`src/logic/link_pkg.sv`:
```
/*
 link tx package
 widths, register map and wishbone request/response structs
*/
`default_nettype none

package link_pkg;

   //########################################
   //# link widths
   //########################################

   localparam int link_iow    = 16;           // pin bus width
   localparam int link_word_w = 2*link_iow;   // one word per ddr beat pair

   // word as handed from fifo to io block
   typedef logic [link_word_w-1:0] link_word_t;

   //########################################
   //# register map (word addresses)
   //########################################

   localparam logic [1:0] reg_ctrl   = 2'd0;  // bit 0 enable
   localparam logic [1:0] reg_status = 2'd1;  // {full, empty, count}
   localparam logic [1:0] reg_sent   = 2'd2;  // words taken by io
   localparam logic [1:0] reg_txdata = 2'd3;  // write pushes a word

   //########################################
   //# wishbone classic
   //########################################

   // host side request, 37 bits
   typedef struct packed {
      logic                   cyc;
      logic                   stb;
      logic                   we;
      logic [1:0]             adr;   // word address
      logic [link_word_w-1:0] dat;   // write data
   } wb_req_t;

   // slave response, 33 bits
   typedef struct packed {
      logic                   ack;   // single cycle
      logic [link_word_w-1:0] dat;   // read data, valid with ack
   } wb_rsp_t;

endpackage

`default_nettype wire
```
`src/logic/link_tx_top.sv`:
```
/*
 link transmit top
 reset sync, wishbone control, word fifo and ddr io block
*/
`default_nettype none

module link_tx_top #(
   parameter int fifo_depth = 8
) (
   input  logic                          clk,
   input  logic                          io_nreset,
   // host
   input  link_pkg::wb_req_t             wb_req,
   output link_pkg::wb_rsp_t             wb_rsp,
   // pins
   output logic                          tx_access,
   output logic [link_pkg::link_iow-1:0] tx_packet,
   input  logic                          tx_wait
);
   import link_pkg::*;

   logic        rst_n;
   logic        push, pop;
   link_word_t  push_data, pop_data;
   logic [15:0] count;
   logic        full, empty;
   logic        io_access, io_taken;
   link_word_t  io_packet;

   link_reset_sync u_reset_sync (
      .clk       (clk),
      .io_nreset (io_nreset),
      .rst_n     (rst_n)
   );

   link_tx_ctrl #(.fifo_depth(fifo_depth)) u_ctrl (
      .clk       (clk),
      .rst_n     (rst_n),
      .wb_req    (wb_req),
      .wb_rsp    (wb_rsp),
      .push      (push),
      .push_data (push_data),
      .pop       (pop),
      .pop_data  (pop_data),
      .count     (count),
      .full      (full),
      .empty     (empty),
      .io_access (io_access),
      .io_packet (io_packet),
      .io_taken  (io_taken)
   );

   link_tx_fifo #(.fifo_depth(fifo_depth)) u_fifo (
      .clk       (clk),
      .rst_n     (rst_n),
      .push      (push),
      .push_data (push_data),
      .pop       (pop),
      .pop_data  (pop_data),
      .count     (count),
      .full      (full),
      .empty     (empty)
   );

   link_tx_io u_io (
      .clk       (clk),
      .rst_n     (rst_n),
      .io_access (io_access),
      .io_packet (io_packet),
      .io_taken  (io_taken),
      .tx_access (tx_access),
      .tx_packet (tx_packet),
      .tx_wait   (tx_wait)
   );

endmodule

`default_nettype wire

```
`src/logic/link_tx_io.sv`:
```
/*
 tx io block
 access flop under tx_wait, behavioural ddr output of the 32-bit word
*/
`default_nettype none

module link_tx_io (
   input  logic                         clk,
   input  logic                         rst_n,
   // core side
   input  logic                         io_access,
   input  link_pkg::link_word_t         io_packet,
   output logic                         io_taken,
   // pins
   output logic                         tx_access,
   output logic [link_pkg::link_iow-1:0] tx_packet,
   input  logic                         tx_wait     // far end pushback
);
   import link_pkg::*;

   logic [link_iow-1:0] lo_q;     // low half, rising edge
   logic [link_iow-1:0] hi_q;     // high half, rising edge
   logic [link_iow-1:0] hi_neg;   // high half re-timed on falling edge

   assign io_taken = io_access && !tx_wait;

   //########################################
   //# access (sdr)
   //########################################

   always_ff @(posedge clk or negedge rst_n) begin
      if (!rst_n)
         tx_access <= 1'b0;
      else if (!tx_wait)
         tx_access <= io_access;   // hold under wait
   end

   //########################################
   //# data (ddr model)
   //########################################

   // capture both halves together
   always_ff @(posedge clk) begin
      if (io_taken) begin
         lo_q <= io_packet[link_iow-1:0];
         hi_q <= io_packet[link_word_w-1:link_iow];
      end
   end

   always_ff @(negedge clk) begin
      hi_neg <= hi_q;
   end

   // low half while clk high, high half while clk low
   assign tx_packet = clk ? lo_q : hi_neg;

endmodule

`default_nettype wire

```
`src/logic/link_tx_ctrl.sv`:
```
/*
 tx control: wishbone register slave and word sequencer
 pushes txdata writes into the fifo, feeds one word at a time to the io block
*/
`default_nettype none

module link_tx_ctrl #(
   parameter int fifo_depth = 8
) (
   input  logic                 clk,
   input  logic                 rst_n,
   // host
   input  link_pkg::wb_req_t    wb_req,
   output link_pkg::wb_rsp_t    wb_rsp,
   // fifo
   output logic                 push,
   output link_pkg::link_word_t push_data,
   output logic                 pop,
   input  link_pkg::link_word_t pop_data,
   input  logic [15:0]          count,
   input  logic                 full,
   input  logic                 empty,
   // io block
   output logic                 io_access,
   output link_pkg::link_word_t io_packet,
   input  logic                 io_taken
);
   import link_pkg::*;

   logic             req;         // cyc and stb
   logic             busy;        // request sampled, ack pending
   logic             txdata_wr;   // write aimed at txdata
   logic             go;          // complete the access this edge
   logic             ack_q;
   link_word_t       rdat_q;      // read data register
   link_word_t       rd_mux;
   link_word_t       status;
   logic             enable;
   logic [31:0]      sent;

   //########################################
   //# wishbone slave
   //########################################

   assign req       = wb_req.cyc && wb_req.stb;
   assign txdata_wr = wb_req.we && (wb_req.adr == reg_txdata);
   assign go        = busy && req && !(txdata_wr && full);   // stall on full

   // first edge samples the request, second edge acks
   always_ff @(posedge clk or negedge rst_n) begin
      if (!rst_n) begin
         busy  <= 1'b0;
         ack_q <= 1'b0;
      end else begin
         ack_q <= go;
         if (go || !req)
            busy <= 1'b0;        // done, or master gave up
         else if (!ack_q)
            busy <= 1'b1;        // not the tail of the last access
      end
   end

   // push lands on the ack edge
   assign push      = busy && req && txdata_wr && !full;
   assign push_data = wb_req.dat;

   // ctrl register
   always_ff @(posedge clk or negedge rst_n) begin
      if (!rst_n)
         enable <= 1'b0;
      else if (go && wb_req.we && (wb_req.adr == reg_ctrl))
         enable <= wb_req.dat[0];
   end

   // words accepted by the io block, wraps
   always_ff @(posedge clk or negedge rst_n) begin
      if (!rst_n)
         sent <= '0;
      else if (io_taken)
         sent <= sent + 1'b1;
   end

   assign status = {14'd0, full, empty, count};

   always_comb begin
      case (wb_req.adr)
         reg_ctrl:   rd_mux = {31'd0, enable};
         reg_status: rd_mux = status;
         reg_sent:   rd_mux = sent;
         default:    rd_mux = '0;   // txdata is write only
      endcase
   end

   always_ff @(posedge clk) begin
      if (go)
         rdat_q <= rd_mux;   // valid with ack
   end

   assign wb_rsp = '{ack: ack_q, dat: rdat_q};

   //########################################
   //# sequencer
   //########################################

   // refill when idle or when the current word leaves
   assign pop = enable && !empty && (!io_access || io_taken);

   always_ff @(posedge clk or negedge rst_n) begin
      if (!rst_n)
         io_access <= 1'b0;
      else if (pop)
         io_access <= 1'b1;   // back to back
      else if (io_taken)
         io_access <= 1'b0;
   end

   always_ff @(posedge clk) begin
      if (pop)
         io_packet <= pop_data;   // head word
   end

   // checks
   a_ack_pulse: assert property (@(posedge clk) disable iff (!rst_n)
      wb_rsp.ack |=> !wb_rsp.ack)
      else $error("ack held longer than one cycle");

   a_io_hold: assert property (@(posedge clk) disable iff (!rst_n)
      io_access && !io_taken |=> io_access && $stable(io_packet))
      else $error("io word changed before it was taken");

   a_count_range: assert property (@(posedge clk) disable iff (!rst_n)
      count <= 16'(fifo_depth))
      else $error("fifo count beyond depth");

endmodule

`default_nettype wire

```
`src/logic/link_tx_fifo.sv`:
```
/*
 tx word fifo
 circular buffer, show-ahead head, count from pointer difference
*/
`default_nettype none

module link_tx_fifo #(
   parameter int fifo_depth = 8   // power of two
) (
   input  logic                 clk,
   input  logic                 rst_n,
   input  logic                 push,
   input  link_pkg::link_word_t push_data,
   input  logic                 pop,
   output link_pkg::link_word_t pop_data,
   output logic [15:0]          count,
   output logic                 full,
   output logic                 empty
);
   import link_pkg::*;

   localparam int aw = $clog2(fifo_depth);   // address bits

   link_word_t   mem [fifo_depth];  // storage, no reset
   logic [aw:0]  wr_ptr;            // extra msb for wrap
   logic [aw:0]  rd_ptr;
   logic [aw:0]  fill;

   //########################################
   //# pointers
   //########################################

   always_ff @(posedge clk or negedge rst_n) begin
      if (!rst_n) begin
         wr_ptr <= '0;
         rd_ptr <= '0;
      end else begin
         if (push)
            wr_ptr <= wr_ptr + 1'b1;
         if (pop)
            rd_ptr <= rd_ptr + 1'b1;
      end
   end

   //########################################
   //# storage
   //########################################

   always_ff @(posedge clk) begin
      if (push)
         mem[wr_ptr[aw-1:0]] <= push_data;
   end

   assign pop_data = mem[rd_ptr[aw-1:0]];   // head, valid when !empty

   // flags
   assign fill  = wr_ptr - rd_ptr;
   assign count = 16'(fill);
   assign empty = (wr_ptr == rd_ptr);
   assign full  = (wr_ptr[aw] != rd_ptr[aw]) &&
                  (wr_ptr[aw-1:0] == rd_ptr[aw-1:0]);   // same slot, other lap

   // controller must respect the flags
   a_no_push_full: assert property (@(posedge clk) disable iff (!rst_n)
      full |-> !push)
      else $error("fifo push while full");

   a_no_pop_empty: assert property (@(posedge clk) disable iff (!rst_n)
      empty |-> !pop)
      else $error("fifo pop while empty");

endmodule

`default_nettype wire

```
`src/logic/link_reset_sync.sv`:
```
/*
 reset synchronizer
 async assert, release two rising edges after io_nreset goes high
*/
`default_nettype none

module link_reset_sync (
   input  logic clk,
   input  logic io_nreset,   // raw pin reset, active low
   output logic rst_n        // synchronized reset
);

   logic [1:0] sync_q;   // two stage chain

   always_ff @(posedge clk or negedge io_nreset) begin
      if (!io_nreset)
         sync_q <= 2'b00;              // assert at once
      else
         sync_q <= {sync_q[0], 1'b1};  // shift the release in
   end

   assign rst_n = sync_q[1];

endmodule

`default_nettype wire

```
`config.mk`:
```
export PLATFORM = sky130hd
export DESIGN_NAME = link_tx_top
export DESIGN_NICKNAME = d
export VERILOG_FILES = /design/src/logic/link_pkg.sv /design/src/logic/link_tx_top.sv /design/src/logic/link_tx_io.sv /design/src/logic/link_tx_ctrl.sv /design/src/logic/link_tx_fifo.sv /design/src/logic/link_reset_sync.sv
export SDC_FILE = /design/constraint.sdc
export NUM_CORES = 1
export LEC_CHECK = 0
export ABC_CLOCK_PERIOD_IN_PS = 1510
export BUFFER_PORTS_ARGS = -buffer_cell sky130_fd_sc_hd__buf_2
export CORE_MARGIN = 1
export CORE_UTILIZATION = 30
export CTS_CLUSTER_SIZE = 14
export DETAILED_ROUTE_END_ITERATION = 8
export GPL_ROUTABILITY_DRIVEN = 0
export GPL_TIMING_DRIVEN = 0
export MAX_ROUTING_LAYER = met4
export SYNTH_ARGS = -nofsm -noshare
export SYNTH_HDL_FRONTEND = slang
export SYNTH_SLANG_ARGS = --single-unit
```
`constraint.sdc`:
```
create_clock -name clk -period 1.51 [get_ports clk]
set_input_delay 0.302 -clock clk [delete_from_list [all_inputs] [get_ports clk]]
set_output_delay 0.302 -clock clk [all_outputs]
set_load 0.03 [all_outputs]
```
==> reports/metrics.csv, run 1 <==
metric,value,unit
outcome,"finished, violations left",
violations,"hold timing, setup timing",
end_kind,output pin,
route.detailed.wl_per_inst,21.7,microns
num_rows,83,
finalHoldViolCount,37,
synth_area_leader_cell,edfxtp_1,
cts_hold_buffers,40,
portBuffers,89,
detailed_place_hpwl,19.7,mm
final_cell_area,22200,sq um
cp_max_fo,1,
die_h,230,microns
antenna_left,0,
die_area,52800,sq um
async_flop_share,11.3,%
grt_pass1_vias,9192,
syn_avg_cell_area,19.1,sq um
relSlewSlack,51.0,%
min_path_type,input pin to flop,
synth.cell_area,15600,sq um
syn2layout_area_growth,42.8,%
rsz0062_at_grt,true,
clk_pin_slew,0.06,ns
p_total,0.0382,W
start_util,30.3,%
p_per_area,1720,nW/um^2
grt_pass1_wl,57.1,mm
clock_latency,1.31,ns
num_vias,8845,
synth_cell_types,51,
drt-total-wl,40.7,mm
yosys-top-cells-area,"edfxtp_1 (68%), mux4_2 (9.3%), dfrtp_1 (7.6%)",
core_area,51300,sq um
dpl_cell_area,17400,sq um
drt_iter0_drc,895,
skew,0.271,ns
cts_tree,built,
pre_cts_ws,-1.87,ns
nNetsFinal,1201,
drc,0,
arrival,2.80,ns
io_pins,90,
drv_cap,0,
grt_max_degree,39,
fp.dieW,230,microns
synth_warnings,0,
worst_slew_pin_slew,0.735,ns
grt.total_usage,15.7,%
firstDrtPassIters,5,
layout_common_cells,"edfxtp_1 (352), nand2_1 (89), clkbuf_16 (81)",
setup.worst_path.start_class,flop,
layout_commonest_cell,edfxtp_1,
syn_inst,814,
synthFlopType,edfxtp_1,
via_per_inst,4.73,
synth_seq_cells,415,
ys_seq_area_share,77.5,%
final_max_slew_viol_count,0,
p_leak,8.17,nW
ir_drop,0.857,mV
synth_edf_count,352,
cp.required,1.21,ns
synth_top_area_share,67.9,%
syn_nets,861,
antenna_found_initial,6,
hold_ws,-0.168,ns
drive_gt1_share,42.8,%
crit_type,flop to output pin,
overflow,0,
setup_ws,-1.60,ns
final_util,43.3,%
setup_violations,422,
-- logic make-up (layout without fill, tap and decap cells) --
kind of cell / Yosys count / after routing / synth area share (%)
compound gates: 15 / 19 / 0.764
mux: 84 / 84 / 10.7
simple gates: 216 / 222 / 7.10
flops: 415 / 415 / 77.5
buf+inv: 36 / 397 / 1.04
other cells: 1 / 7 / 0.0241
fa+ha+maj: 7 / 7 / 0.611
xor+xnor: 40 / 40 / 2.25
-- where the power goes --
part | internal, W | leakage [nW] | switching (W)
logic | 0.00410 | 2.95 | 0.00393
registers | 0.0132 | 3.88 | 0.000387
clock network | 0.0102 | 1.34 | 0.00634
total | 0.0276 | 8.17 | 0.0107
-- cells in the mapped netlist, drive strengths merged, types with 2 or more instances --
cell    count
o21ai       4
nand3      14
and4        2
buf        14
ha          6
and3        6
nor3       10
nor4b       3
nand2     112
clkbuf     15
nor2b       4
nor2       13
xnor2      23
dfxtp      16
mux4       64
edfxtp    352
and2       28
a32o        3
nor4        3
inv         7
or3         2
nand2b      3
xor2       17
mux2       19
dfrtp      47
nand4      13
a22o        2
-- timing repair --
action	CTS	global route
gates resized for setup	82	231
hold endpoints to repair	325	37
pin swaps	15	37
gates cloned	15	12
buffers inserted	53	52
setup endpoints to repair	442	444
-- stage by stage --
stage	TNS (ns)	hold WS, ns	instances
after detailed placement	-529.04	0.0902	1589
final	-341.15	-0.168	1871
after global placement	-649.08	0.0878	1583
after global routing	-354.21	-0.159	1871
after floorplan	-327.30	0.00641	814
after CTS	-364.43	-0.110	1814
-- final timing paths --
| kind | startpoint | to | cells after the start | slack (ns) |
|---|---|---|---|---|
| max | u_io.hi_neg[14] | tx_packet[14] | 2 | -1.60 |
| min | wb_req[35] | u_ctrl.ack_q | 4 | -0.17 |
| max reg2reg | u_fifo.rd_ptr[1] | u_fifo.mem[7][10] | 12 | -1.24 |
| min reg2reg | u_reset_sync.sync_q[1] | u_ctrl.ack_q | 0 | 0.19 |
| max in group asynchronous | u_reset_sync.sync_q[1] | u_ctrl.sent[11] | 1 | 0.78 |
| min in group asynchronous | io_nreset | u_reset_sync.sync_q[0] | 3 | 0.11 |
-- layout make-up --
type                       count  area, sq um
sequential                   415        12100
timing repair buffer         230         2620
antenna                        6         15.0
fill                        4395        29100
multi-input combinational    373         3970
clock inverter                38          283
inverter                       6         47.5
buffer                        27          360
clock buffer                  96         1990
tap                          680          851
-- per-layer routing --
metal	vias to the layer above	GRT usage, %	share of wire, %
met5	-	-	0
met4	0	9.38	4.9
met3	130	5.92	7.8
met2	370	23.9	49
met1	4486	17.7	38
li1	3859	-	-
-- worst max-delay path, stage by stage, from the launching register on --
cell	delay, ns
dfxtp_2	0.32
mux2_4	0.28
buf_6	0.14
-- registers in the layout, indices dropped and copies added (netlist names) --
| signal | count |
|---|---|
| u_ctrl.io_packet | 32 |
| u_io.tx_access | 1 |
| u_ctrl.io_access | 1 |
| u_ctrl.busy | 1 |
| u_io.lo_q | 16 |
| u_ctrl.sent | 32 |
| u_fifo.mem | 256 |
| u_ctrl.rdat_q | 32 |
| u_reset_sync.sync_q | 2 |
| u_io.hi_neg | 16 |
| u_ctrl.enable | 1 |
| u_fifo.rd_ptr | 4 |
| u_ctrl.ack_q | 1 |
| u_fifo.wr_ptr | 4 |
| u_io.hi_q | 16 |
Power figures use the tool's default switching activity.
==> inputs of run 2 (changes only) <==
--- a/config.mk
+++ b/config.mk
@@ -9,11 +9,13 @@
 export BUFFER_PORTS_ARGS = -buffer_cell sky130_fd_sc_hd__buf_2
 export CORE_MARGIN = 1
 export CORE_UTILIZATION = 30
+export CTS_BUF_LIST = sky130_fd_sc_hd__clkbuf_4 sky130_fd_sc_hd__clkbuf_8
 export CTS_CLUSTER_SIZE = 14
 export DETAILED_ROUTE_END_ITERATION = 8
 export GPL_ROUTABILITY_DRIVEN = 0
 export GPL_TIMING_DRIVEN = 0
 export MAX_ROUTING_LAYER = met4
+export REMOVE_ABC_BUFFERS = 1
 export SYNTH_ARGS = -nofsm -noshare
 export SYNTH_HDL_FRONTEND = slang
 export SYNTH_SLANG_ARGS = --single-unit
==> run 2 against run 1 <==
Net effect:
- the flow finishes with violations (setup timing)
- hold slack better by 0.22 ns
- clock skew is 0.24 ns lower
- total power is 8.8% lower
- largest power group is now sequential cells
==> reports/metrics.csv, run 2 (synthesized netlist as in run 1, its figures left out) <==
metric,value,unit
hold_ws,0.0539,ns
drv_cap,0,
cp_cell_sequence,"mux2_4, buf_6",
antenna_left,0,
nNetsFinal,1226,
violations,setup timing,
grt_max_degree,43,
p_per_area,1570,nW/um^2
die_area,52800,sq um
num_rows,83,
drt_iter0_drc,542,
met1_usage,16.5,%
setup.worst_path.start,u_io.hi_neg[1],
outcome,"finished, violations left",
syn2layout_area_growth,42.8,%
setup_ws,-1.07,ns
via_per_inst,4.57,
grt_busiest_layer,met2,
use_met2,23.2,%
route.detailed.wl_per_inst,21.1,microns
ir_drop,0.940,mV
drt-total-wl,40.6,mm
rrSetupSlack,-0.86,ns
setup_violations,433,
grt_pass1_wl,54.8,mm
start_util,30.3,%
drive_gt1_share,44.8,%
antenna_found_initial,1,
path_delay_family,flip-flops,
fp.dieW,230,microns
cp.required,1.21,ns
skew,0.0322,ns
rsz0062_at_grt,true,
tns,-263.57,ns
cp_max_fo,1,
pre_cts_ws,-2.68,ns
largest_reg_flops,256,
cts_tree,built,
layout_common_cells,"edfxtp_1 (352), nand2_1 (97), clkbuf_8 (86)",
crit_buf_inv,1,
use_met3,5.62,%
crit_type,flop to output pin,
overflow,0,
slowest_stage,dfxtp_1,
core_area,51300,sq um
final_max_slew_viol_count,0,
firstDrtPassIters,5,
clock_latency,0.75,ns
clk_pin_slew,0.06,ns
setup.worst_path.start_class,flop,
drc,0,
layout_commonest_cell,edfxtp_1,
portBuffers,89,
die_h,230,microns
grt_pass1_vias,9038,
min-delay-start,wb_req[33],
min_path_type,input pin to flop,
p_leak,8.30,nW
max_stage_delay,0.31,ns
worst_slew_pin_slew,0.583,ns
grt.total_usage,14.7,%
detailed_place_hpwl,18.8,mm
num_vias,8778,
arrival,2.28,ns
r2r_start,u_fifo.rd_ptr[0],
relSlewSlack,61.0,%
end_kind,output pin,
finalHoldViolCount,0,
io_pins,90,
-- run 2: per-stage QoR --
| step | power (W) | instances | cell area (sq um) | utilization, % |
|---|---|---|---|---|
| finish | 0.0348 | 1920 | 22200 | 43.3 |
| global route | 0.0364 | 1920 | 22200 | 43.3 |
| CTS | 0.0333 | 1849 | 20800 | 40.6 |
| detailed placement | 0.0199 | 1575 | 17200 | 33.5 |
| global placement | 0.0180 | 1554 | 16700 | 32.6 |
| floorplan | 0.0177 | 785 | 15400 | - |
-- run 2: report_power, final --
| part | switching [W] | internal [W] |
|---|---|---|
| logic | 0.00379 | 0.00433 |
| clock network | 0.00607 | 0.00708 |
| registers | 0.000323 | 0.0133 |
-- run 2: tightest hold or removal path, stage by stage --
cell	delay, ns
buf_2	0.15
nor4b_2	0.07
mux2_2	0.22
-- run 2: repair_timing --
action,in CTS,in global routing
gates cloned,18,24
setup buffers,59,64
resized for setup,127,209
hold endpoints to repair,263,0
hold buffers,37,0
pin swaps,27,55
setup endpoints to repair,461,462
-- run 2: area by class of cell --
| class | instances | area [sq um] |
|---|---|---|
| antenna | 1 | 2.50 |
| clock buffer | 135 | 1620 |
| clock inverter | 42 | 211 |
| fill | 4437 | 29100 |
| inverter | 6 | 41.3 |
| multi-input combinational | 364 | 3830 |
| sequential | 415 | 12100 |
| tap | 680 | 851 |
| timing repair buffer | 276 | 3570 |
| timing repair inverter | 1 | 8.76 |
-- run 2: path summary, 6_finish.rpt --
kind                                     endpoint  cells after the start
worst max-delay path                 tx_packet[1]                      2
worst min-delay path                u_ctrl.enable                      3
worst max register to register  u_fifo.mem[7][23]                      7
worst min register to register     u_ctrl.sent[8]                      0
max in group asynchronous          u_ctrl.sent[9]                      1
min in group asynchronous          u_ctrl.sent[8]                      0
-- run 2: layer usage --
layer	up-vias	share of wire, %
met2	270	50
li1	3920	-
met5	-	0
met4	0	3.2
met1	4488	40
met3	100	6.8
==> inputs of run 3 (changes only) <==
--- a/config.mk
+++ b/config.mk
@@ -16,6 +16,7 @@
 export GPL_TIMING_DRIVEN = 0
 export MAX_ROUTING_LAYER = met4
 export REMOVE_ABC_BUFFERS = 1
+export SETUP_SLACK_MARGIN = 0.02
 export SYNTH_ARGS = -nofsm -noshare
 export SYNTH_HDL_FRONTEND = slang
 export SYNTH_SLANG_ARGS = --single-unit
==> run 3 against run 2 <==
Net effect:
- the flow still finishes with violations (setup timing)
- worst setup slack lost 0.0044 ns
- highest routed layer unchanged
- global-route usage stayed put
- hold slack improved by 0.0056 ns
- final cell count is the same
- core utilization hardly changed
- combinational power about the same
- sequential power is essentially flat
==> reports/metrics.csv, run 3 (synthesized netlist as in run 1, its figures left out) <==
metric,value,unit
outcome,"finished, violations left",
violations,setup timing,
syn2layout_area_growth,42.8,%
max_stage_delay,0.32,ns
rsz0062_at_grt,true,
path_depth,2,
rrSetupSlack,-0.89,ns
endpoint,tx_packet[1],
grt_pass1_vias,9038,
relSlewSlack,61.7,%
cts_tree,built,
overflow,0,
antenna_left,0,
crit_buf_inv,1,
detailed_place_hpwl,18.8,mm
die_h,230,microns
skew,0.0311,ns
core_area,51300,sq um
start_util,30.3,%
timing.rr.end,u_fifo.mem[7][23],
setup_ws,-1.08,ns
num_vias,8801,
drt_iter0_drc,533,
arrival,2.29,ns
setup.worst_path.start,u_io.hi_neg[1],
route.detailed.wl_per_inst,21.2,microns
r2r_start,u_fifo.rd_ptr[0],
p_per_area,1570,nW/um^2
via_per_inst,4.58,
end_kind,output pin,
final_max_slew_viol_count,0,
clock_latency,0.75,ns
drv_cap,0,
setup.worst_path.start_class,flop,
grt_pass1_wl,54.8,mm
largest_reg_flops,256,
num_rows,83,
drive_gt1_share,45.1,%
finalHoldViolCount,0,
grt_max_degree,43,
layout_commonest_cell,edfxtp_1,
min_path_type,input pin to flop,
p_leak,8.30,nW
pre_cts_ws,-2.68,ns
cp_cell_sequence,"mux2_4, buf_6",
nNetsFinal,1226,
slowest_stage,dfxtp_1,
portBuffers,89,
grt.total_usage,14.7,%
worst_slew_pin_slew,0.571,ns
die_area,52800,sq um
crit_type,flop to output pin,
layout_common_cells,"edfxtp_1 (352), nand2_1 (96), clkbuf_8 (86)",
tns,-264.48,ns
clk_pin_slew,0.06,ns
cp_max_fo,1,
cp.required,1.21,ns
io_pins,90,
setup_violations,431,
antenna_found_initial,1,
fp.dieW,230,microns
ir_drop,0.940,mV
drc,0,
drt-total-wl,40.7,mm
firstDrtPassIters,5,
ff2ff_path_depth,7,
path_delay_family,flip-flops,
## run 3: how the worst min path moves through the flow
| stage | startpoint | to | slack [ns] | cells past startpoint |
|---|---|---|---|---|
| 6_report | wb_req[33] | u_ctrl.enable | 0.06 | 3 |
| 5_1_grt | wb_req[33] | u_ctrl.enable | 0.03 | 3 |
| 4_1_cts | wb_req[33] | u_ctrl.enable | 0.008 | 3 |
| 3_5_place_dp | io_nreset | u_reset_sync.sync_q[0] | 0.09 | 1 |
| 3_3_place_gp | io_nreset | u_reset_sync.sync_q[1] | 0.09 | 1 |
| 2_1_floorplan | io_nreset | u_reset_sync.sync_q[0] | 0.006 | 0 |
## run 3: worst min-delay path, delay by kind of cell
kind / cells / cell delay [ns]
simple gates: 1 / 0.07
buf+inv: 1 / 0.16
mux: 1 / 0.22
## run 3: power by group
group | internal (W) | switching [W] | total (W)
Sequential | 0.0133 | 0.000326 | 0.0136
Clock | 0.00708 | 0.00607 | 0.0131
Combinational | 0.00434 | 0.00380 | 0.00814
Total | 0.0247 | 0.0102 | 0.0349
## run 3: stage by stage
stage,utilization [%],cells,total power [W],hold slack (ns),area [sq um]
6_report,43.3,1920,0.0349,0.0595,22200
5_1_grt,43.3,1920,0.0364,0.0309,22200
4_1_cts,40.6,1849,0.0333,0.00837,20800
3_5_place_dp,33.5,1575,0.0199,0.0892,17200
3_3_place_gp,32.6,1554,0.0180,0.0919,16700
2_1_floorplan,-,785,0.0177,0.00641,15400
## run 3: repair_timing
action	in CTS	in global routing
hold buffers	37	0
setup endpoints to repair	462	467
gates cloned	18	24
setup buffers	59	64
pin swaps	27	59
gates resized for setup	127	216
hold endpoints to repair	263	0
## run 3: final cells by class
type / count / area, sq um
Clock buffer: 135 / 1620
Timing Repair Buffer: 276 / 3580
Fill cell: 4437 / 29100
Sequential cell: 415 / 12100
Tap cell: 680 / 851
Timing Repair inverter: 1 / 8.76
Antenna cell: 1 / 2.50
Inverter: 6 / 41.3
Multi-Input combinational cell: 364 / 3830
Clock inverter: 42 / 211
## run 3: routing by layer
layer	global-route usage (%)	vias up	part of all wire (%)
met5	-	-	0
met4	6.42	0	3.1
met3	5.62	98	6.8
met2	23.2	274	51
met1	16.5	4509	39
li1	-	3920	-
